**src/iccm_pkg.sv**
```systemverilog
//********************
// Widths, access size and request types shared by all ICCM modules
// Pulled in by a wildcard import in each module header
//********************
package iccm_pkg;

   localparam int ICCM_DATA_W = 32;                        // Data bits per word
   localparam int ICCM_WORD_W = 39;                        // Data plus check bits
   localparam int ICCM_ECC_W  = ICCM_WORD_W - ICCM_DATA_W; // Check bits only

   //********************
   // Stored words
   //********************

   // One bank word, check bits above the data
   typedef struct packed {
      logic [ICCM_ECC_W-1:0]  ecc;
      logic [ICCM_DATA_W-1:0] data;
   } iccm_word_t;

   // Two stored words as they sit on the two bank legs
   typedef struct packed {
      iccm_word_t odd;    // Odd-word leg
      iccm_word_t even;   // Even-word leg
   } iccm_dword_t;

   //********************
   // Access size
   //********************

   // Only SIZE_DWORD changes the address increment and the write width
   typedef enum logic [1:0] {
      SIZE_BYTE  = 2'b00,
      SIZE_HALF  = 2'b01,
      SIZE_WORD  = 2'b10,
      SIZE_DWORD = 2'b11
   } iccm_size_e;

   //********************
   // Request and correction controls
   //********************

   // Level strobes, sampled on every clock
   typedef struct packed {
      logic        rden;
      logic        wren;
      iccm_size_e  size;
      iccm_dword_t wr_data;
   } iccm_req_t;

   typedef struct packed {
      logic correct_ecc;        // Correction cycle for the current address
      logic correction_state;   // A correction is in progress
   } iccm_fix_t;

endpackage

```
**src/iccm_bank_decode.sv**
```systemverilog
//********************
// Bank decode for the ICCM, purely combinational
// Maps one request onto per-bank enables, row indexes and write words
//********************
module iccm_bank_decode
   import iccm_pkg::*;
#(
   parameter  int ICCM_BITS      = 16,
   parameter  int ICCM_NUM_BANKS = 4,
   localparam int BANK_BITS      = $clog2(ICCM_NUM_BANKS),
   localparam int BANK_HI        = BANK_BITS + 1,
   localparam int INDEX_LO       = BANK_HI + 1,
   localparam int INDEX_W        = ICCM_BITS - INDEX_LO
) (
   input  iccm_req_t                              req,
   input  logic [ICCM_BITS-1:1]                   rw_addr,
   output logic [ICCM_NUM_BANKS-1:0]              bank_en,
   output logic [ICCM_NUM_BANKS-1:0]              bank_we,
   output logic [ICCM_NUM_BANKS-1:0][INDEX_W-1:0] bank_index,
   output iccm_word_t [ICCM_NUM_BANKS-1:0]        bank_wdata
);

   logic                      dword;
   logic [ICCM_BITS-1:1]      addr_inc;   // Halfword address of the second leg
   logic [ICCM_NUM_BANKS-1:0] hit_lo;
   logic [ICCM_NUM_BANKS-1:0] hit_hi;

   // Two halfwords for a doubleword, one for anything else
   assign dword    = (req.size == SIZE_DWORD);
   assign addr_inc = rw_addr + {{(ICCM_BITS-3){1'b0}}, dword, ~dword};

   //********************
   // Per-bank decode
   //********************
   for (genvar i = 0; i < ICCM_NUM_BANKS; i++) begin : g_bank
      assign hit_lo[i] = (rw_addr[BANK_HI:2] == BANK_BITS'(i));
      assign hit_hi[i] = (addr_inc[BANK_HI:2] == BANK_BITS'(i));

      assign bank_we[i] = req.wren & (hit_lo[i] | hit_hi[i]);
      assign bank_en[i] = (req.wren | req.rden) & (hit_lo[i] | hit_hi[i]);

      // Writes always index from rw_addr
      // Reads follow whichever address lands in this bank
      assign bank_index[i] = (req.wren | ~hit_hi[i]) ? rw_addr[ICCM_BITS-1:INDEX_LO]
                                                     : addr_inc[ICCM_BITS-1:INDEX_LO];

      if (i % 2 == 0) begin : g_even
         assign bank_wdata[i] = req.wr_data.even;   // Lower word to even banks
      end else begin : g_odd
         assign bank_wdata[i] = req.wr_data.odd;    // Upper word to odd banks
      end
   end

endmodule

```
**config.mk**
```make
export PLATFORM = sky130hd
export DESIGN_NAME = iccm_bank_decode
export DESIGN_NICKNAME = d
export VERILOG_FILES = /design/src/iccm_pkg.sv /design/src/iccm_bank_decode.sv
export SDC_FILE = /design/constraint.sdc
export NUM_CORES = 1
export LEC_CHECK = 0
export BUFFER_PORTS_ARGS = -buffer_cell sky130_fd_sc_hd__clkbuf_2
export CAP_MARGIN = 20
export CORE_AREA = 8 8 115 117
export DETAILED_ROUTE_END_ITERATION = 6
export DIE_AREA = 0 0 123 125
export GPL_ROUTABILITY_DRIVEN = 0
export PLACE_DENSITY_LB_ADDON = 0.08
export SYNTH_ARGS = -nofsm -noshare
export SYNTH_HDL_FRONTEND = slang
export SYNTH_SLANG_ARGS = --single-unit
export TNS_END_PERCENT = 100
```
**constraint.sdc**
```tcl
create_clock -name vclk -period 2.2
set_input_delay 0.33 -clock vclk [all_inputs]
set_output_delay 0.33 -clock vclk [all_outputs]
set_load 0.05 [all_outputs]
```
After elaboration in Yosys (flattened, before gate mapping)
Index checks and enable logic that the tools add are counted.
Word-level totals
  flip-flop bits (word level): 0
  bits of input ports: 97
  output and inout port bits: 212
  logic and storage cells: 36
Operators by class
  add/subtract/negate cells: 1
  equal/unequal tests: 7
  mux-type cells: 4
  bitwise logic cells: 22
  reduce and logical (&&, ||, !) cells: 2
Operator list (count)
  2-to-1 mux 12 bit: 4
  adder 15 x 2 -> 15 bit: 1
  == test 2 bit, second input constant: 5
  bitwise OR 1 bit: 9
  AND 1 bit: 8
  NOT 1 bit: 5
  == test 2 x 1 -> 1 bit, second input constant: 2
  logical NOT 2 bit: 2

Logic depth before layout (Yosys ltp)
  word-level depth: 7
  depth in mapped cells: 7
  gate-level depth less buffers: 7

Worst setup path after synthesis
OpenSTA, ideal clock, no wires.
  path type: input-to-output
  start: input req[78] (netlist bit)
  end: output bank_index[23] (netlist bit)
  arrival: 2.592 ns
  data required time: 1.870 ns
  path slack: -0.722 ns
  stages on the path: 7
  path buffers: 0
  cell sequence: nand2_1 > nand2_1 > fa_1 > or2_4 > or2_4 > nand2b_1 > xnor2_1
RTL lines
  from (decl): line iccm_bank_decode.sv:15  | input iccm_req_t req,
  to (decl): line iccm_bank_decode.sv:19  | output logic [ICCM_NUM_BANKS-1:0][INDEX_W-1:0] bank_index,

==> run summary <==
- 113% — fraction of the cycle the final worst path needs
- 0 — Layout clock buffers
- 1.54 nW — leakage power
- sky130_fd_sc_hd__fa_2 — Slowest cell on crit path
- 0 — synthesis warning total
- 0.59 ns — largest stage delay on the critical path
- 253 nW/um^2 — power per unit of standard cell area
- 14 — Iteration-0 DRC Markers
- 0 — number of antenna violations at the first check in global routing
- 2250 um^2 — synthesized area
- 2 — length of the first detailed-routing pass in iterations
- 3 — CP Buf/Inv Count
- 0.660 ns — final hold slack
- simple AND/OR/NAND/NOR gates — family with the most delay on the worst path
- 123 um — Die Wd
- 307 — synthesized instance count
- 0 — max cap viols
- 5950 um — DP HPWL
- 403 MHz — Achievable Freq
- req[26] — critical hold path startpoint
- 0 — max-slew violation count
- input pin — launching element type of the critical path
- input pin to primary output — critical path start-end classification
- true — setup repair after global routing missed its margin
- 75 — IO Port Bufs
- 0% — Seq/Total Area, Yosys
- 2.15 ns — arrival time reported for the critical path endpoint
- 9730 um — first-pass GRT wire length
- setup timing — violated checks
- 125 um — vertical extent of the die
- sky130_fd_sc_hd__buf_12 — most common cell after layout, fill and taps aside
- 2000 um^2 — footprint of the multi-input gates
- 93.1% — fraction of final layout cells with drive strength greater than 1
- 309 — I/O pin total
- 0 — remaining routing DRC violations
- 40 — row count
- 119 uV — maximum VDD drop
- 1,466 — total number of vias
- 2.48 ns — Min Clock Period, post-route
- 1,591 — vias in the first global route
- 0 — final hold vios
- 390 — placed cells
- 392 — final standard cell count with taps included and fillers excluded
- primary output — endpoint type of the worst setup path
- 0 um^2 — Sequential cell area
- 11,600 um^2 — total core area
- 46 x sky130_fd_sc_hd__buf_12, 39 x sky130_fd_sc_hd__buf_4, 29 x sky130_fd_sc_hd__xor2_4, 29 x sky130_fd_sc_hd__clkbuf_2, 15 x sky130_fd_sc_hd__nor3_4 — most used cells in the layout excluding fill and tap cells
- buf_8 > nand2_8 > nand2_4 > fa_2 > nor2b_4 > nand2_4 > nor3_2 > buf_4 > xor2_4 > buf_12 — cells along the critical path
- 406 — net count after synthesis
- 1.87 ns — required time at the worst-slack endpoint
- -0.281 ns — setup slack after layout
- 15,400 um^2 — die area
- 31.3% — utilization of the core after routing
- 56.7% — worst-case headroom to the max-slew limit
- 0.647 ns — transition time at the pin with the least slew margin
- -7.30 ns — total negative slack for setup checks
- 43 — number of endpoints failing setup at the final stage
- 0 — remaining global-route overflow
- 0 — count of sequential standard cells
- 8.03% — gr usage total
- 0.920 mW — overall power of the completed layout
- 3630 um^2 — final instance area
- 346 — final-stage net count
- -0.389 ns — Post-Place Worst Slack
- 0 — hold path depth
- 0 — hold-fix buffers at CTS
- bank_wdata[104] — endpoint of the worst hold path
- 3.74 — via-per-instance ratio
- 1,191 — fill cell instance count of the final layout
- 36 — number of library cell types mapped by synthesis
- 6470 um — Routed WL
- 25 — pin count of the biggest net entering global routing
- 61.5% — Layout area overhead
- 0 — number of antenna repair diodes
- 16.5 um — average routed wire per standard cell
- sky130_fd_sc_hd__nand2_4 — dominant cell type by count on the critical path
- 3420 um^2 — cell area after placement
- 6 — Critical Path Fanout Max
- 0 — residual antenna-violating net count after detailed routing
- 19.4% — initial core utilization
- complete, but fails checks — status
- input pin to primary output — worst min-delay path class
- 7.33 um^2 — Syn Area/Cell
==> cell type report <==
type	instances	area share, %
multi-input combinational	121	55.0
timing repair buffer	120	39.5
tap	147	5.06
inverter	4	0.413
==> worst max-delay path by stage <==
stage	from	to	cells past startpoint
6_report	req[79]	bank_index[32]	10
5_1_grt	req[79]	bank_index[32]	10
4_1_cts	req[79]	bank_index[32]	10
3_5_place_dp	req[79]	bank_index[24]	9
3_3_place_gp	req[79]	bank_index[24]	9
2_1_floorplan	req[79]	bank_index[0]	7
==> per-layer routing <==
layer,global-route usage (%),wire length [um],up-vias
li1,-,-,662
met1,7.95,1900,648
met2,14.8,3570,119
met3,3.24,804,37
met4,2.55,198,0
met5,0,0,-
==> Yosys cell counts (3+ instances only) <==
library cell	count	area share, %
sky130_fd_sc_hd__buf_4	164	55
sky130_fd_sc_hd__xor2_1	29	11
sky130_fd_sc_hd__clkbuf_1	13	2.2
sky130_fd_sc_hd__nand2_1	13	2.2
sky130_fd_sc_hd__nor3_2	12	5.3
sky130_fd_sc_hd__nor2_1	11	1.8
sky130_fd_sc_hd__nor3_1	11	2.4
sky130_fd_sc_hd__xnor2_1	8	3.1
sky130_fd_sc_hd__inv_1	4	0.67
sky130_fd_sc_hd__buf_2	3	0.67
sky130_fd_sc_hd__nand2_2	3	0.83
sky130_fd_sc_hd__nand3_1	3	0.67
sky130_fd_sc_hd__o21ai_0	3	0.67
==> cells by family (layout without fill, tap and decap cells) <==
kind of cell / count (synthesis) / count (layout) / synth area share (%)
adders and majority gates: 2 / 2 / 1.45
xor gates and xnor gates: 38 / 38 / 15.1
and+or+nand+nor: 73 / 73 / 21.6
buffers and inverters: 186 / 124 / 58.9
AOI/OAI and AO/OA: 8 / 8 / 2.95
==> repair_timing <==
| item | 4_1_cts | 5_1_grt |
|---|---|---|
| setup endpoints to repair | 44 | 44 |
| setup buffers | 2 | 1 |
| pin swaps | 12 | 6 |
| hold endpoints to repair | 0 | 0 |
| gates resized for setup | 30 | 12 |
==> report_power, final <==
group          internal (mW)  switching, mW
clock                      0              0
sequential                 0              0
combinational          0.393          0.527
total                  0.393          0.527
Power figures use the tool's default switching activity.
