## src/iccm_pkg.sv

```systemverilog
//********************
// Widths, access size and request types shared by all ICCM modules
// Pulled in by a wildcard import in each module header
//********************
package iccm_pkg;

   localparam int ICCM_DATA_W = 32;                        // Data bits per word
   localparam int ICCM_WORD_W = 39;                        // Data plus check bits
   localparam int ICCM_ECC_W  = ICCM_WORD_W - ICCM_DATA_W; // Check bits only

   //********************
   // Stored words
   //********************

   // One bank word, check bits above the data
   typedef struct packed {
      logic [ICCM_ECC_W-1:0]  ecc;
      logic [ICCM_DATA_W-1:0] data;
   } iccm_word_t;

   // Two stored words as they sit on the two bank legs
   typedef struct packed {
      iccm_word_t odd;    // Odd-word leg
      iccm_word_t even;   // Even-word leg
   } iccm_dword_t;

   //********************
   // Access size
   //********************

   // Only SIZE_DWORD changes the address increment and the write width
   typedef enum logic [1:0] {
      SIZE_BYTE  = 2'b00,
      SIZE_HALF  = 2'b01,
      SIZE_WORD  = 2'b10,
      SIZE_DWORD = 2'b11
   } iccm_size_e;

   //********************
   // Request and correction controls
   //********************

   // Level strobes, sampled on every clock
   typedef struct packed {
      logic        rden;
      logic        wren;
      iccm_size_e  size;
      iccm_dword_t wr_data;
   } iccm_req_t;

   typedef struct packed {
      logic correct_ecc;        // Correction cycle for the current address
      logic correction_state;   // A correction is in progress
   } iccm_fix_t;

endpackage

```

## src/iccm_read_align.sv

```systemverilog
//********************
// Picks the two bank words of a read and aligns them to the halfword address
//********************
module iccm_read_align
   import iccm_pkg::*;
#(
   parameter int ICCM_BITS      = 16,
   parameter int ICCM_NUM_BANKS = 4
) (
   input  logic                            clk,
   input  logic                            reset,
   input  logic [ICCM_BITS-1:1]            rw_addr,
   input  iccm_size_e                      size,
   input  iccm_word_t [ICCM_NUM_BANKS-1:0] bank_dout_fn,
   output logic [63:0]                     rd_data,
   output iccm_dword_t                     rd_data_ecc
);

   localparam int BANK_BITS = $clog2(ICCM_NUM_BANKS);
   localparam int BANK_HI   = BANK_BITS + 1;

   logic                       dword;
   logic [ICCM_BITS-1:1]       addr_inc;
   logic [BANK_HI:1]           lo_q;   // Address bank and halfword bit
   logic [BANK_HI:2]           hi_q;   // Bank of the incremented address
   iccm_word_t                 lo_word;
   iccm_word_t                 hi_word;
   logic [2*ICCM_DATA_W-1:0]   rd_pre;

   assign dword    = (size == SIZE_DWORD);
   assign addr_inc = rw_addr + {{(ICCM_BITS-3){1'b0}}, dword, ~dword};

   // Captured alongside the RAM read
   always_ff @(posedge clk) begin
      if (reset) begin
         lo_q <= '0;
         hi_q <= '0;
      end else begin
         lo_q <= rw_addr[BANK_HI:1];
         hi_q <= addr_inc[BANK_HI:2];
      end
   end

   assign lo_word = bank_dout_fn[lo_q[BANK_HI:2]];
   assign hi_word = bank_dout_fn[hi_q];

   // Raw words with check bits, never shifted
   assign rd_data_ecc.odd  = hi_word;
   assign rd_data_ecc.even = lo_word;

   // Odd halfword start drops the low halfword
   assign rd_pre  = {hi_word.data, lo_word.data};
   assign rd_data = lo_q[1] ? {16'b0, rd_pre[63:16]} : rd_pre;

endmodule

```

## config.mk

```make
export PLATFORM = sky130hd
export DESIGN_NAME = iccm_read_align
export DESIGN_NICKNAME = d
export VERILOG_FILES = /design/src/iccm_pkg.sv /design/src/iccm_read_align.sv
export SDC_FILE = /design/constraint.sdc
export NUM_CORES = 1
export LEC_CHECK = 0
export BUFFER_PORTS_ARGS = -buffer_cell sky130_fd_sc_hd__buf_2
export CAP_MARGIN = 0
export CORE_AREA = 5 5 120 122
export CTS_CLUSTER_DIAMETER = 150
export CTS_CLUSTER_SIZE = 12
export DETAILED_ROUTE_END_ITERATION = 8
export DIE_AREA = 0 0 125 127
export PLACE_DENSITY = 0.59
export RECOVER_POWER = 50
export SETUP_SLACK_MARGIN = 0.1
export SLEW_MARGIN = 25
export SYNTH_ARGS = -nofsm -noshare
export SYNTH_HDL_FRONTEND = slang
export SYNTH_SLANG_ARGS = --single-unit
```

## constraint.sdc

```tcl
create_clock -name clk -period 2.6 [get_ports clk]
set_clock_uncertainty 0.2 [all_clocks]
set_input_delay 0.52 -clock clk [delete_from_list [all_inputs] [get_ports clk]]
set_output_delay 0.52 -clock clk [all_outputs]
set_load 0.01 [all_outputs]
```

# Word level (Yosys, flattened, before mapping)
# Index checks and enable logic that the tools add are counted.
dict set report classes {
  n_addsub 1
  magnitude_cmp 2
  eq_ne 1
  n_mux 5
  n_bitwise 1
}
# cell n
set ops {}
lappend ops {{39-bit binary-select mux with 2-bit select} 2}
lappend ops {{39-bit 2-to-1 mux} 2}
lappend ops {{64-bit 2-to-1 mux} 1}
lappend ops {{2-bit by 3-bit < comparator with 1-bit output, second input constant} 2}
lappend ops {{3-bit by 2-bit adder with 3-bit output} 1}
lappend ops {{2-bit == test, second input constant} 1}
lappend ops {{1-bit inverter} 1}
dict set report word_totals {
  ff_bits 5
  output_inout_bits 142
  word_cells 12
}

# Logic depth before layout (Yosys ltp)
dict set report depth {
  ltp_word 3
  mapped_depth 5
  depth_no_buf 5
}

# Worst setup path after synthesis
# Ideal clock, no wire load.
dict set report synth_path {
  path_type {reg-to-output}
  from {register hi_q[2] in the netlist's numbering}
  to {output rd_data[41]}
  arrival_time_ps 1587
  slack_ps 293
  stages_incl_launch_ff 4
  path_cell_list {dfxtp_1 > buf_2 > mux4_1 > mux2_2}
}
# item line
set synth_lines {}
lappend synth_lines {{start: declaration} iccm_read_align.sv:25} ;# logic [BANK_HI:2] hi_q;
lappend synth_lines {{start signal: assignment} iccm_read_align.sv:40} ;# hi_q <= addr_inc[BANK_HI:2];
lappend synth_lines {{end: declaration} iccm_read_align.sv:15} ;# output logic [63:0] rd_data,

# Worst setup path in the final report
dict set report layout_path {
  from {register hi_q[2] in the netlist's numbering}
  to {output rd_data[34]}
}
dict set report layout_via {
  elab_chain_len 3
}
# item line
set layout_rtl {}
lappend layout_rtl {{39-bit binary-select mux with 2-bit select} iccm_read_align.sv:45} ;# assign hi_word = bank_dout_fn[hi_q];
lappend layout_rtl {{39-bit 2-to-1 mux (not written as such)} iccm_read_align.sv:45}
lappend layout_rtl {{64-bit 2-to-1 mux} iccm_read_align.sv:53} ;# assign rd_data = lo_q[1] ? {16'b0, rd_pre[63:16]} : rd_pre;
# Every way passes these cells. The select of a mux whose other input is x is not followed.

==> out/qor.yml <==
status: "completed"
die_x_um: 125
start_util: 0.222
finalWorstSetupSlack_ns: 0.0549
grt_pass1_wl_um: 21000
hpwl_um: 11700
ys_types: 20
io_buffers: 304
fillers: 1316
period_share: 0.979
fin_cells: 727
drcViolationCount: 0
rsz0062_at_grt: "yes"
cts_buffer_depth: 2
crit_path_start: "hi_q[2]"
setup.worst_path.end: "rd_data[34]"
leakage_nw: 2.44
wl_um: 14900
die_area_um2: 15900
grt_use_total: 0.158
antenna_found_initial: 0
whs_path_depth: 2
max_slew_margin: 0.605
vias: 3732
syn_inst: 236
end_kind: "output pin"
fmax_mhz: 393
core_um2: 13100
drv_slew: 0
grt_pass1_vias: 3932
ys_seq_elements: 5
clkTransAtPathRegs_ns: 0.03
root_buffer: "clkbuf_16"
place_congestion: 0.947
worstSetupStartpointType: "register"
cts_made_buffers: 3
tightest_slew_ns: 0.592
cts_tree: "yes"
grt_max_degree: 33
hold_ws_ns: 0.355
first_pass_iters: 4
vias_per_cell: 5.13
layout-drive-gt1-share: 0.842
dpl.cell_count: 699
avgRoutedWirePerCell_um: 20.5
synth_area_per_cell_um2: 12.3
row_count: 42
hold_viol: 0
finalSetupViolations: 0
drt_iter0_markers: 101
nets: 728
seq_area_frac_synth: 0.0344
syn_nets: 412
synth_area_um2: 2910
yosysWarnings: 0
overflow: 0
cp.required_ns: 1.88
pwr_density_cell_nw_per_um2: 354
h-tree-depth: 1
die_y_um: 127
crit_fanout: 11
total_power_w: 0.00188
n_antenna_cell: 0
hold_path_startpoint: "rw_addr[3]"
cts_num_sinks: 5
setup.worst_path.class: "reg -> out"
finalCriticalPeriod_ns: 2.55
ioPinCount: 317
maxCapViolCount: 0
ant_nets: 0
hold_buffers: 0
ir_drop_uv: 233
area_growth_pct: 82.7
finish.utilization: 0.406
worstHoldPathType: "in -> reg"
place_ws_ns: 0.243
worstPathArrival_ns: 1.83
[cell families (layout without fill, tap and decap cells)]
| logic type | after synthesis | after routing | synth area share |
|---|---|---|---|
| buf+inv | 30 | 345 | 0.0602 |
| mux | 142 | 142 | 0.774 |
| flops | 5 | 5 | 0.0344 |
| xor+xnor | 1 | 1 | 0.00301 |
| compound gates | 16 | 16 | 0.0481 |
| fa+ha+maj | 1 | 1 | 0.00688 |
| simple gates | 41 | 41 | 0.0735 |
[repair_timing]
item,in CTS,in global routing
setup endpoints to repair,20,44
cloned,0,4
endpoints found under the hold margin,0,0
buffers inserted,1,19
resized for setup,3,76
[routing by layer]
metal,GRT usage,wire [µm],up-vias
met1,0.178,5390,1873
met2,0.299,8090,204
met4,0.0440,333,0
met5,0,0,-
met3,0.0359,1100,23
li1,-,-,1632
[cell usage after synthesis]
library cell | number | share of area
buf_6 | 3 | 0.012
fa_1 | 1 | 0.0069
buf_8 | 1 | 0.0052
nor2b_1 | 21 | 0.045
nor2_1 | 1 | 0.0013
nand2b_1 | 1 | 0.0022
xnor2_1 | 1 | 0.0030
buf_1 | 1 | 0.0013
and2_1 | 1 | 0.0022
dfxtp_1 | 5 | 0.034
mux2_2 | 32 | 0.12
buf_4 | 5 | 0.013
mux2i_1 | 48 | 0.17
nand2_1 | 16 | 0.021
buf_2 | 8 | 0.014
clkbuf_1 | 12 | 0.015
o221ai_1 | 16 | 0.048
mux4_1 | 4 | 0.036
mux4_2 | 58 | 0.45
or2_2 | 1 | 0.0022
[registers in the layout (all words and copies together), names as in the netlist]
name and flops:
hi_q 2, lo_q 3
[how the worst min path moves through the flow]
stage                   end  slack (ns)
floorplan           hi_q[2]        0.39
global placement    hi_q[3]        0.54
detailed placement  hi_q[3]        0.54
CTS                 hi_q[3]        0.30
global route        lo_q[3]        0.38
finish              lo_q[3]        0.35
[placed cells by master, fill, tap and decap left out]
cell type / Yosys / final
dfxtp_4: 0 / 2
xnor2_1: 1 / 1
and2_0: 0 / 1
nand2b_1: 1 / 1
mux2i_1: 48 / 44
mux2i_2: 0 / 4
buf_2: 8 / 277
mux4_2: 58 / 62
dfxtp_2: 0 / 3
mux2_4: 0 / 22
clkbuf_1: 12 / 3
buf_4: 5 / 25
nor2b_1: 21 / 21
clkbuf_16: 0 / 7
fa_1: 1 / 1
or2_2: 1 / 1
o221ai_2: 0 / 10
nand2_1: 16 / 8
mux2_2: 32 / 10
o221ai_1: 16 / 6
nand2_2: 0 / 8
nor2_1: 1 / 1
buf_6: 3 / 27
buf_12: 0 / 6
[layout make-up]
cell class,instances,area (µm²),share of cell area
multi-input cells,201,2800,0.527
repair buffers,341,2110,0.396
well taps,176,220,0.0414
flip-flops and latches,5,111,0.0209
clock buffers,4,78.8,0.0148
[where the power goes]
part / total (W) / internal, W / switching, W / leakage [nW]
registers: 0.0000955 / 0.0000838 / 0.0000118 / 0.0436
logic: 0.00153 / 0.000822 / 0.000708 / 2.36
clock network: 0.000258 / 0.000204 / 0.0000546 / 0.0382
total: 0.00188 / 0.00111 / 0.000775 / 2.44
[through the flow]
step	TNS (ns)	cell area (µm²)
3_5_place_dp	0	4660
4_1_cts	0	4730
6_report	0	5320
5_1_grt	-0.00911	5320
2_1_floorplan	0	2910
3_3_place_gp	0	4660
[worst max-delay path: stages (launching register included)]
cell and delay [ns]:
dfxtp_4 0.41, buf_12 0.18, mux4_2 0.56, mux2_4 0.31
buf_6 0.12
Note: power is estimated with default switching activity, not from simulation.
