### src/iccm_pkg.sv
//********************
// Widths, access size and request types shared by all ICCM modules
// Pulled in by a wildcard import in each module header
//********************
package iccm_pkg;

   localparam int ICCM_DATA_W = 32;                        // Data bits per word
   localparam int ICCM_WORD_W = 39;                        // Data plus check bits
   localparam int ICCM_ECC_W  = ICCM_WORD_W - ICCM_DATA_W; // Check bits only

   //********************
   // Stored words
   //********************

   // One bank word, check bits above the data
   typedef struct packed {
      logic [ICCM_ECC_W-1:0]  ecc;
      logic [ICCM_DATA_W-1:0] data;
   } iccm_word_t;

   // Two stored words as they sit on the two bank legs
   typedef struct packed {
      iccm_word_t odd;    // Odd-word leg
      iccm_word_t even;   // Even-word leg
   } iccm_dword_t;

   //********************
   // Access size
   //********************

   // Only SIZE_DWORD changes the address increment and the write width
   typedef enum logic [1:0] {
      SIZE_BYTE  = 2'b00,
      SIZE_HALF  = 2'b01,
      SIZE_WORD  = 2'b10,
      SIZE_DWORD = 2'b11
   } iccm_size_e;

   //********************
   // Request and correction controls
   //********************

   // Level strobes, sampled on every clock
   typedef struct packed {
      logic        rden;
      logic        wren;
      iccm_size_e  size;
      iccm_dword_t wr_data;
   } iccm_req_t;

   typedef struct packed {
      logic correct_ecc;        // Correction cycle for the current address
      logic correction_state;   // A correction is in progress
   } iccm_fix_t;

endpackage

### src/iccm_redundancy.sv
//********************
// Two redundant rows that stand in for faulty ICCM words
// Loaded by correction cycles, kept current by writes, swapped in on reads
//********************
module iccm_redundancy
   import iccm_pkg::*;
#(
   parameter int ICCM_BITS      = 16,
   parameter int ICCM_NUM_BANKS = 4
) (
   input  logic                            clk,
   input  logic                            reset,
   input  iccm_req_t                       req,
   input  iccm_fix_t                       fix,
   input  logic [ICCM_BITS-1:1]            rw_addr,
   input  iccm_word_t [ICCM_NUM_BANKS-1:0] bank_dout,
   output iccm_word_t [ICCM_NUM_BANKS-1:0] bank_dout_fn
);

   localparam int BANK_BITS = $clog2(ICCM_NUM_BANKS);
   localparam int BANK_HI   = BANK_BITS + 1;

   logic                 dword;
   logic [ICCM_BITS-1:1] addr_inc;

   // Row storage
   logic [1:0][ICCM_BITS-1:2] red_addr;   // Word address held by each row
   logic [1:0]                red_valid;
   iccm_word_t [1:0]          red_data;
   logic                      red_lru;    // Row to replace next

   logic [1:0]                     row_load;   // Correction fills this row
   logic [1:0]                     row_upd;    // Write hits this row
   logic [1:0]                     row_hit;    // Read address hits this row
   iccm_word_t [1:0]               row_din;
   logic [1:0][ICCM_NUM_BANKS-1:0] sel;
   logic [1:0][ICCM_NUM_BANKS-1:0] sel_q;
   logic                           lru_upd;
   logic                           lru_din;

   assign dword    = (req.size == SIZE_DWORD);
   assign addr_inc = rw_addr + {{(ICCM_BITS-3){1'b0}}, dword, ~dword};

   //********************
   // Row match and update
   //********************
   for (genvar r = 0; r < 2; r++) begin : g_row
      logic odd_sel;   // Row covers the odd word of this write

      assign row_load[r] = fix.correct_ecc & (red_lru == 1'(r));

      // Same doubleword, and same word unless both words are written
      assign row_upd[r] = red_valid[r] & req.wren
                        & (rw_addr[ICCM_BITS-1:3] == red_addr[r][ICCM_BITS-1:3])
                        & ((rw_addr[2] == red_addr[r][2]) | dword);

      assign odd_sel    = red_addr[r][2] & (rw_addr[2] | dword);
      assign row_din[r] = (row_load[r] | ~odd_sel) ? req.wr_data.even : req.wr_data.odd;

      for (genvar i = 0; i < ICCM_NUM_BANKS; i++) begin : g_sel
         assign sel[r][i] = red_valid[r]
            & (((rw_addr[ICCM_BITS-1:2] == red_addr[r])
                & (rw_addr[BANK_HI:2] == BANK_BITS'(i)))
             | ((addr_inc[ICCM_BITS-1:2] == red_addr[r])
                & (addr_inc[BANK_HI:2] == BANK_BITS'(i))));
      end

      assign row_hit[r] = |sel[r];
   end

   // Hits only move the LRU while a correction is running
   assign lru_upd = fix.correct_ecc | ((|row_hit) & req.rden & fix.correction_state);
   assign lru_din = fix.correct_ecc ? ~red_lru : row_hit[0];

   always_ff @(posedge clk) begin
      if (reset) begin
         red_valid <= '0;
         red_lru   <= 1'b0;
         sel_q     <= '0;
      end else begin
         red_valid <= red_valid | row_load;
         sel_q     <= sel;   // Lines up with the bank read data
         if (lru_upd) begin
            red_lru <= lru_din;
         end
      end
   end

   always_ff @(posedge clk) begin
      for (int r = 0; r < 2; r++) begin
         if (row_load[r]) begin
            red_addr[r] <= rw_addr[ICCM_BITS-1:2];
         end
         if (row_load[r] | row_upd[r]) begin
            red_data[r] <= row_din[r];
         end
      end
   end

   //********************
   // Read substitution
   //********************
   for (genvar i = 0; i < ICCM_NUM_BANKS; i++) begin : g_fn
      assign bank_dout_fn[i] = sel_q[1][i] ? red_data[1] :
                               sel_q[0][i] ? red_data[0] : bank_dout[i];
   end

endmodule

### config.mk
export PLATFORM = sky130hd
export DESIGN_NAME = iccm_redundancy
export DESIGN_NICKNAME = d
export VERILOG_FILES = /design/src/iccm_pkg.sv /design/src/iccm_redundancy.sv
export SDC_FILE = /design/constraint.sdc
export NUM_CORES = 1
export LEC_CHECK = 0
export CORE_MARGIN = 2
export CORE_UTILIZATION = 30
export DETAILED_ROUTE_END_ITERATION = 6
export DONT_BUFFER_PORTS = 1
export SYNTH_ARGS = -nofsm -noshare
export SYNTH_HDL_FRONTEND = slang
export SYNTH_SLANG_ARGS = --single-unit
### constraint.sdc
create_clock -name clk -period 4.5 [get_ports clk]
set_input_delay 0.45 -clock clk [delete_from_list [all_inputs] [get_ports clk]]
set_output_delay 0.45 -clock clk [all_outputs]
set_load 0.02 [all_outputs]
Yosys cells after proc, flatten, opt, wreduce, memory -nomap -nowiden
Cells that the tools add are included.
{ "word_totals": {"ff_bits": 117, "in_bits": 257, "output_inout_bits": 156, "wordCells": 98} }
{ "classes": {"n_addsub": 1, "n_eq_ne": 15, "n_mux": 11, "bitwise_logic": 57, "reduce_logical": 4} }
{ "op_table": {"columns": ["cell", "n"], "rows": [
  ["$mux 39", 10],
  ["$eq 14x14->1", 4],
  ["$and 1x1->1", 36],
  ["$eq 13x13->1", 2],
  ["$or 1x1->1", 16],
  ["$add 15x2->15", 1],
  ["$eq 2x2->1 const B", 5],
  ["$reduce_or 8->1", 1],
  ["$eq 2x1->1 const B", 2],
  ["$logic_not 2->1", 2],
  ["$not 1->1", 4],
  ["$reduce_or 4->1", 1],
  ["$eq 1x1->1", 2],
  ["$or 2x2->2", 1],
  ["$mux 1", 1]
]} }

Longest topological paths before layout
Gate-level depths: netlist of the first run.
{ "depth": {"ltp_word": 11, "ltp_mapped": 14, "ltp_nobuf": 11} }

Worst setup path after synthesis of the first run
No wires, ideal clock.
{ "synth_path": {"path_type": "in2reg", "start": "input port rw_addr[3] in the netlist's numbering", "end": "register red_data[39] in the netlist's numbering (enable)", "setup_time_ps": 489, "arrival_ps": 4294, "required_ps": 4011, "slack_ps": -284, "cell_stages": 7, "path_cell_list": "buf_4 > clkbuf_1 > xnor2_1 > nand3_1 > nor4_1 > nand4_1 > o21ai_0"} }
{ "synth_via": {"elab_chain_len": 4} }
{ "synth_rtl": {"columns": ["item", "line", "text"], "rows": [
  ["from (decl)", "iccm_redundancy.sv:15", "input logic [ICCM_BITS-1:1] rw_addr,"],
  ["$eq 13x13->1", "iccm_redundancy.sv:54", "& (rw_addr[ICCM_BITS-1:3] == red_addr[r][ICCM_BITS-1:3])"],
  ["$and 1x1->1", "iccm_redundancy.sv:54", null],
  ["$and 1x1->1", "iccm_redundancy.sv:55", "& ((rw_addr[2] == red_addr[r][2]) | dword);"],
  ["$or 1x1->1", "iccm_redundancy.sv:94", "if (row_load[r] | row_upd[r]) begin"],
  ["to (signal, indexed assignment)", "iccm_redundancy.sv:95", "red_data[r] <= row_din[r];"],
  ["to (decl)", "iccm_redundancy.sv:29", "iccm_word_t [1:0] red_data;"]
]} }
Every way passes these cells.
A chain may end at the register's enable or synchronous reset.

Final worst setup path of the first run
{ "layout_path": {"start": "input port req[78] in the netlist's numbering", "end": "register sel_q[2] in the netlist's numbering"} }
{ "layout_via": {"elab_chain_len": 7, "elab_cells_between_ends": 8, "cone_classes": "add/sub (1); eq/ne (3); bitwise (4)"} }
{ "layout_rtl": {"columns": ["item", "line", "text"], "rows": [
  ["from (decl)", "iccm_redundancy.sv:13", "input iccm_req_t req,"],
  ["$eq 2x2->1 *", "iccm_redundancy.sv:41", "assign dword = (req.size == SIZE_DWORD);"],
  ["$not 1->1", "iccm_redundancy.sv:42", "assign addr_inc = rw_addr + {{(ICCM_BITS-3){1'b0}}, dword, ~dword};"],
  ["$add 15x2->15 *", "iccm_redundancy.sv:42", null],
  ["$eq 14x14->1 or $eq 2x2->1 (tied branches)", "iccm_redundancy.sv:64, iccm_redundancy.sv:65", null],
  ["$and 1x1->1 *", "iccm_redundancy.sv:65", "& (addr_inc[BANK_HI:2] == BANK_BITS'(i))));"],
  ["$or 1x1->1 *", "iccm_redundancy.sv:64", "| ((addr_inc[ICCM_BITS-1:2] == red_addr[r])"],
  ["$and 1x1->1 *", "iccm_redundancy.sv:62", "& (((rw_addr[ICCM_BITS-1:2] == red_addr[r])"],
  ["to (signal assigned)", "iccm_redundancy.sv:82", "sel_q <= sel;"],
  ["to (decl)", "iccm_redundancy.sv:37", "logic [1:0][ICCM_NUM_BANKS-1:0] sel_q;"]
]} }
Every way passes the cells marked *; elsewhere a longest branch is shown, timed or not.

==> flow_summary_export.csv, run 1 <==
group,metric,value,unit
logic_synthesis,synth_area_per_cell,9.332,sq um
worst_setup_path,critPathKind,"input port to flip-flop",
worst_setup_path,critPathMaxStageDelay,0.54,ns
hold_path,hold_depth,1,
logic_synthesis,synth_top_family_by_area,"multiplexers",
global_routing,antenna_found_initial,0,
worst_setup_path,cp_common_cell,"ha_1",
layout,nNetsFinal,1181,
global_routing,grt_pass1_vias,6858,
hold_path,hp-class,"input port to flip-flop",
worst_setup_path,cp_cell_sequence,"nand2_1 -> ha_1 -> ha_1 -> a31o_2 -> nand3_1 -> or4_4 -> xor2_1 -> nor3_2 -> and4b_1 -> a21oi_2 -> o31ai_1",
floorplanning,dieHeight,177.2,microns
logic_synthesis,syn-num-nets,1223,
routing,final_antenna_net_count,0,
pwr,p_leak,2.756,nW
sta,finalHoldViolations,0,
clock_tree,clkSinkCount,117,
clock_tree,clockBufferDepth,2,
global_routing,grt_first_pass_wirelength,43.59,mm
routing,avgViaCountPerCell,5.638,
pwr,ir_drop,0.0001856,V
layout,n_fill_cell,3019,
clock_tree,clockRootBuffer,"clkbuf_16",
pwr,p_sw,976.9,uW
logic_synthesis,synth_fa_ha_area_share,0.2782,%
logic_synthesis,synth_area,8996,sq um
logic_synthesis,synthArstFlopShare,0,%
global_routing,grt_overflow_total,0,
clock_tree,post_cts_buffers,0,
sta,period_needed,2.981,ns
clock_tree,cts_resized,0,
worst_setup_path,cp.depth,11,
clock_tree,cts.clk_slew.worst_paths,0.06,ns
logic_synthesis,synth-simple-area-share,13.27,%
logic_synthesis,synthMuxAreaShare,27.23,%
sta,rsz0062_at_grt,"no",
placement,dp_hpwl,23.33,mm
sta,max_freq,335.5,MHz
pwr,p_seq_share,41.5,%
sta,drv_slew,0,
sta,relSlewSlack,26.62,%
routing,firstDrtPassIters,5,
floorplanning,start_util,30.43,%
logic_synthesis,synth-seq-cells,117,
logic_synthesis,syn_inst,964,
routing,drc,0,
clock_tree,hold_buffers,0,
routing,num_vias,7470,
pwr,fin_total_pwr,3.259,mW
logic_synthesis,synth_compound_area_share,12.85,%
clock_tree,cts_max_level,4,
routing,finalWirelength,32.02,mm
worst_setup_path,r2r_cells,6,
pwr,p_int,2.282,mW
pwr,cellPowerDensity,327.3,nW/um^2
layout,seq_area,3413,sq um
worst_setup_path,cp.required,4.81,ns
routing,drt_iter0_markers,641,
layout,utilization,33.68,%
layout,diodes,0,
worst_setup_path,cp_top_family,"simple AND/OR/NAND/NOR gates",
logic_synthesis,synth-edff-count,106,
global_routing,grt_max_degree,44,
floorplanning,io_pins,413,
layout,drive_gt1_share,16.15,%
worst_setup_path,ff2ff_setup_slack,1.78,ns
sta,tightestPinTransition,1.101,ns
worst_setup_path,startpoint_type,"input port",
clock_tree,cts_tree,"yes",
placement,post_dp_cell_area,9358,sq um
worst_setup_path,crit_fanout,14,
floorplanning,coreArea,29560,sq um
layout,finalInstanceArea,9955,sq um
logic_synthesis,synth_xor_area_share,4.631,%
floorplanning,rows,63,
flow_run,cap_violations,0,
routing,wl_per_cell,24.17,microns
logic_synthesis,synth.distinct_cells,57,
placement,gp_congestion,0.9097,
sta,finalSetupTns,0,ns
layout,syn2layout_area_growth,10.65,%
worst_setup_path,critPathSlowestCell,"or4_4",
pwr,switching_share,29.98,%
sta,skew,0.01584,ns
global_routing,track_usage,18.95,%
floorplanning,dieArea,31390,sq um
logic_synthesis,yosysSeqAreaShare,37.83,%
clock_tree,clk-insertion-delay-late,0.42,ns
worst_setup_path,path_buf_inv,0,
layout,multi_input_area,5259,sq um
worst_setup_path,worst_ep_arrival_time,3.29,ns
sta,setup_viol,0,
run_status,status,"complete, no violations",
pwr,p_clk_share,43.9,%
placement,port_buffers,0,
floorplanning,die_w,177.2,microns
clock_tree,numCtsBuffers,17,
logic_synthesis,yosysWarnings,0,
pwr,power.share.combinational,14.7,%
worst_setup_path,worstSetupEndpointType,"flip-flop",
logic_synthesis,synthFlopType,"edfxtp_1",
sta,fin_crit_sh,66.24,%
-- placed cells by master (no fill, tap or decap), types with 3 or more instances in the layout --
cell | synthesis | routed
o31ai_1 | 3 | 3
mux2i_1 | 157 | 157
edfxtp_1 | 106 | 106
or3_1 | 4 | 4
mux2_2 | 78 | 78
inv_6 | 0 | 4
nand4b_1 | 3 | 3
nand2_1 | 182 | 182
and3_1 | 4 | 4
o2111ai_1 | 3 | 3
nor4_1 | 8 | 8
dfxtp_1 | 11 | 3
clkbuf_16 | 0 | 17
a21oi_1 | 9 | 9
nor2b_1 | 6 | 6
clkinvlp_4 | 0 | 3
buf_4 | 3 | 17
inv_1 | 7 | 7
nand3_1 | 15 | 15
xnor2_1 | 28 | 28
xor2_1 | 17 | 17
clkinv_4 | 0 | 3
o221ai_1 | 3 | 3
nand4_1 | 9 | 9
nor3_1 | 6 | 6
nor2_1 | 16 | 16
a31oi_1 | 3 | 3
o21ai_0 | 167 | 166
dfxtp_2 | 0 | 8
-- cells in the mapped netlist (3+ instances only) --
cell | number | area, sq um
nor3b_1 | 3 | 22.52
buf_4 | 3 | 22.52
a21oi_1 | 9 | 45.04
nand4b_1 | 3 | 26.28
nor2_1 | 16 | 60.06
o221ai_1 | 3 | 26.28
o2111ai_1 | 3 | 26.28
buf_1 | 14 | 52.55
o31ai_1 | 3 | 22.52
a31oi_1 | 3 | 18.77
edfxtp_1 | 106 | 3183
mux2_2 | 78 | 878.3
nand4_1 | 9 | 56.30
dfxtp_1 | 11 | 220.2
nor3_1 | 6 | 30.03
and3_1 | 4 | 25.02
xor2_1 | 17 | 148.9
clkbuf_1 | 60 | 225.2
or3_1 | 4 | 25.02
nand2_1 | 182 | 683.2
inv_1 | 7 | 26.28
nor4_1 | 8 | 50.05
xnor2_1 | 28 | 245.2
mux2i_1 | 157 | 1572
nand3_1 | 15 | 75.07
nor2b_1 | 6 | 37.54
o21ai_0 | 167 | 835.8
-- flip-flops by register name (all words and copies together) (netlist names) --
name	flops
red_data	78
red_addr	28
sel_q	8
red_valid	2
red_lru	1
-- worst register-to-register path: cells and delay by family, from the launching register on --
kind,cells,cell delay [ns]
flops,1,0.49
xor+xnor,1,0.35
compound gates,1,0.66
simple gates,3,0.61
buf+inv,1,0.29
-- metal layers --
layer	global-route usage, %	share of wire [%]	vias to the layer above	routed length, microns
li1	-	-	3442	-
met1	23.78	40	3533	12960
met3	4.231	8.4	60	2683
met5	0	0	-	0
met4	7.610	2.9	0	926
met2	31.47	48	435	15450
-- logic make-up (layout without fill, tap and decap cells) --
group                      after synthesis  in the layout
AOI/OAI and AO/OA                      209            209
xor gates and xnor gates                46             46
adders and majority gates                2              2
buffers and inverters                   88             59
DFF                                    117            117
muxes                                  235            235
and+or+nand+nor                        267            267
-- cell type report --
class,count,area share [%]
Clock buffer,17,4.274
Clock inverter,15,1.722
Inverter,8,0.3017
Multi-Input combinational cell,759,52.83
Sequential cell,117,34.29
Tap cell,390,4.902
Timing Repair Buffer,19,1.684
-- stage by stage --
stage | hold slack (ns) | worst slack, ns | instances
3_5_place_dp | 0.4925 | 1.163 | 1293
5_1_grt | 0.08395 | 1.322 | 1325
6_report | 0.1047 | 1.519 | 1325
2_1_floorplan | 0.4548 | 0.7707 | 964
3_3_place_gp | 0.4780 | 1.296 | 1293
4_1_cts | 0.07850 | 1.519 | 1325
-- power groups by stage --
stage,clock network [mW],registers (mW),logic (mW)
after floorplan,0,1.34,0.395
after global placement,0,1.37,0.474
after detailed placement,0,1.37,0.479
after CTS,1.47,1.35,0.480
after global routing,1.51,1.36,0.514
final,1.43,1.35,0.479
-- path summary, 6_finish.rpt --
path | from | endpoint
setup / recovery | req[78] | sel_q[2]
hold / removal | reset | red_valid[0]
setup reg to reg | red_addr[17] | red_data[71]
hold reg to reg | red_valid[0] | red_valid[0]
Power figures use the tool's default switching activity.
==> run 2: changes to the inputs <==
==> constraint.sdc (replaced) <==
create_clock -name clk -period 2.58 [get_ports clk]
set_input_delay 0.258 -clock clk [delete_from_list [all_inputs] [get_ports clk]]
set_output_delay 0.258 -clock clk [all_outputs]
set_load 0.02 [all_outputs]
==> flow_summary_export.csv, run 2 (synthesized netlist as in run 1, its figures left out) <==
group,metric,value,unit
sta,fin_ws,0.3095,ns
sta,fin_crit_sh,88.01,%
layout,largest_reg_flops,78,
worst_setup_path,cp.depth,4,
worst_setup_path,critPathKind,"flip-flop to primary output",
hold_path,hp-class,"input port to flip-flop",
clock_tree,numCtsBuffers,17,
flow_run,cap_violations,0,
routing,num_vias,7997,
worst_setup_path,path_buf_inv,2,
clock_tree,clockBufferDepth,2,
worst_setup_path,crit_fanout,42,
routing,top_layer,"met4",
worst_setup_path,critPathSlowestCell,"dfxtp_2",
worst_setup_path,cp_top_family,"flip-flops",
global_routing,grt_first_pass_wirelength,45.77,mm
global_routing,antenna_found_initial,1,
pwr,ir_drop,0.0003506,V
worst_setup_path,crit_start,"sel_q[7]",
placement,pre_cts_ws,-0.04530,ns
pwr,cellPowerDensity,529.4,nW/um^2
routing,final_antenna_net_count,0,
global_routing,grt_overflow_total,0,
global_routing,grt_max_degree,43,
layout,final_common_cell,"nand2_1",
worst_setup_path,ff2ff_setup_slack,0.31,ns
placement,gp_congestion,0.8622,
clock_tree,cts.clk_slew.worst_paths,0.06,ns
clock_tree,clockRootBuffer,"clkbuf_16",
routing,drt_iter0_markers,675,
sta,skew,0.01251,ns
sta,relSlewSlack,39.56,%
layout,layout.cells.non_filler,1447,
layout,syn2layout_area_growth,22.25,%
floorplanning,die_w,177.2,microns
floorplanning,start_util,30.43,%
routing,finalWirelength,33.51,mm
routing,wl_per_cell,23.16,microns
routing,met3_length,2.722,mm
sta,tightestPinTransition,0.9067,ns
worst_setup_path,r2r_cells,6,
sta,finalHoldViolations,0,
clock_tree,cts_tree,"yes",
layout,utilization,37.21,%
placement,post_dp_cell_area,10250,sq um
layout,layout_common_cells,"nand2_1, o21ai_0, mux2i_1",
placement,port_buffers,0,
worst_setup_path,cp_cell_sequence,"buf_12 -> nand2_1 -> o21ai_0 -> buf_4",
floorplanning,rows,63,
floorplanning,coreArea,29560,sq um
global_routing,track_usage,19.74,%
run_status,status,"complete, no violations",
clock_tree,cts_max_level,4,
layout,n_fill_cell,2967,
floorplanning,io_pins,413,
routing,firstDrtPassIters,5,
sta,setup_viol,0,
sta,rsz0062_at_grt,"no",
routing,drc,0,
routing,wirelength_met1,13.10,mm
clock_tree,clkSinkCount,117,
sta,max_freq,440.4,MHz
worst_setup_path,worstSetupEndpointType,"primary output",
sta,period_needed,2.271,ns
layout,drive_gt1_share,24.53,%
clock_tree,clk-insertion-delay-late,0.42,ns
clock_tree,post_cts_buffers,0,
placement,place_inst,1399,
global_routing,grt_pass1_vias,7398,
layout,reg.largest.list,"red_data x78, red_addr x28, sel_q x8",
routing,avgViaCountPerCell,5.527,
floorplanning,dieHeight,177.2,microns
worst_setup_path,cp.required,2.32,ns
worst_setup_path,critPathMaxStageDelay,0.84,ns
routing,routed-wl-met2,16.94,mm
worst_setup_path,crit-reg2reg-launch,"red_addr[17]",
sta,finalSetupTns,0,ns
worst_setup_path,startpoint_type,"flip-flop",
sta,drv_slew,0,
worst_setup_path,worst_ep_arrival_time,2.01,ns
layout,nNetsFinal,1302,
placement,dp_hpwl,24.65,mm
layout,regMostFlops,"red_data",
layout,finalInstanceArea,11000,sq um
pwr,p_leak,3.359,nW
floorplanning,dieArea,31390,sq um
worst_setup_path,rr_endpoint,"red_data[75]",
worst_setup_path,critical_path.endpoint,"bank_dout_fn[135]",
==> run 2: changes by cell type in the layout (fill, tap and decap cells not counted), moves of 2 or more <==
cell	before	now
ha_4	0	2
dlygate4sd3_1	0	15
buf_4	17	118
ha_1	2	0
buf_12	2	7
clkinvlp_4	3	1
==> run 2: per-stage QoR <==
| step | hold WS (ns) | total power, mW |
|---|---|---|
| 6_report | 0.02660 | 5.822 |
| 5_1_grt | 0.01887 | 6.037 |
| 4_1_cts | 0.005665 | 5.888 |
| 3_5_place_dp | 0.3345 | 3.372 |
| 3_3_place_gp | 0.3321 | 3.360 |
| 2_1_floorplan | 0.3304 | 3.041 |
==> run 2: cell type report <==
type                            instances  area [sq um]  share of cell area [%]
Multi-Input combinational cell        759          5293                   48.12
Tap cell                              390         488.0                   4.437
Clock inverter                         15         170.2                   1.547
Sequential cell                       117          3413                   31.04
Inverter                                8         30.03                  0.2730
Timing Repair Buffer                  140          1176                   10.69
Antenna cell                            1         2.502                 0.02275
Clock buffer                           17         425.4                   3.868
==> run 2: worst min path at each step <==
stage	startpoint	end	slack [ns]	cells after the start
floorplan	reset	red_valid[0]	0.33	1
global placement	reset	red_valid[0]	0.33	1
detailed placement	reset	red_valid[0]	0.33	1
CTS	reset	red_lru	0.006	1
global route	reset	red_valid[1]	0.02	2
finish	reset	red_lru	0.03	1
==> run 2: worst reg2reg max path, cell delays in order, from the launching register on <==
cell      delay (ns)
edfxtp_1        0.51
xnor2_1         0.27
nand3_1         0.14
nor4_1          0.19
nand4_1         0.30
o21ai_4         0.32
buf_12          0.23
==> run 2: per-layer routing <==
layer  up-vias  GRT usage, %
met1      3880         23.34
met3        38         4.639
met4         0         6.646
li1       3678             -
met2       401         34.95
met5         -             0
==> run 2: what timing repair did <==
item	in CTS	in global routing
hold endpoints to repair	36	0
gates resized for setup	0	0
hold buffers	15	0
==> run 2: power by group <==
part | total [mW] | internal [mW] | leakage [nW] | switching [mW]
Combinational | 1.01 | 0.431 | 1.98 | 0.580
Clock | 2.46 | 1.45 | 0.293 | 1.01
Sequential | 2.35 | 2.23 | 1.09 | 0.123
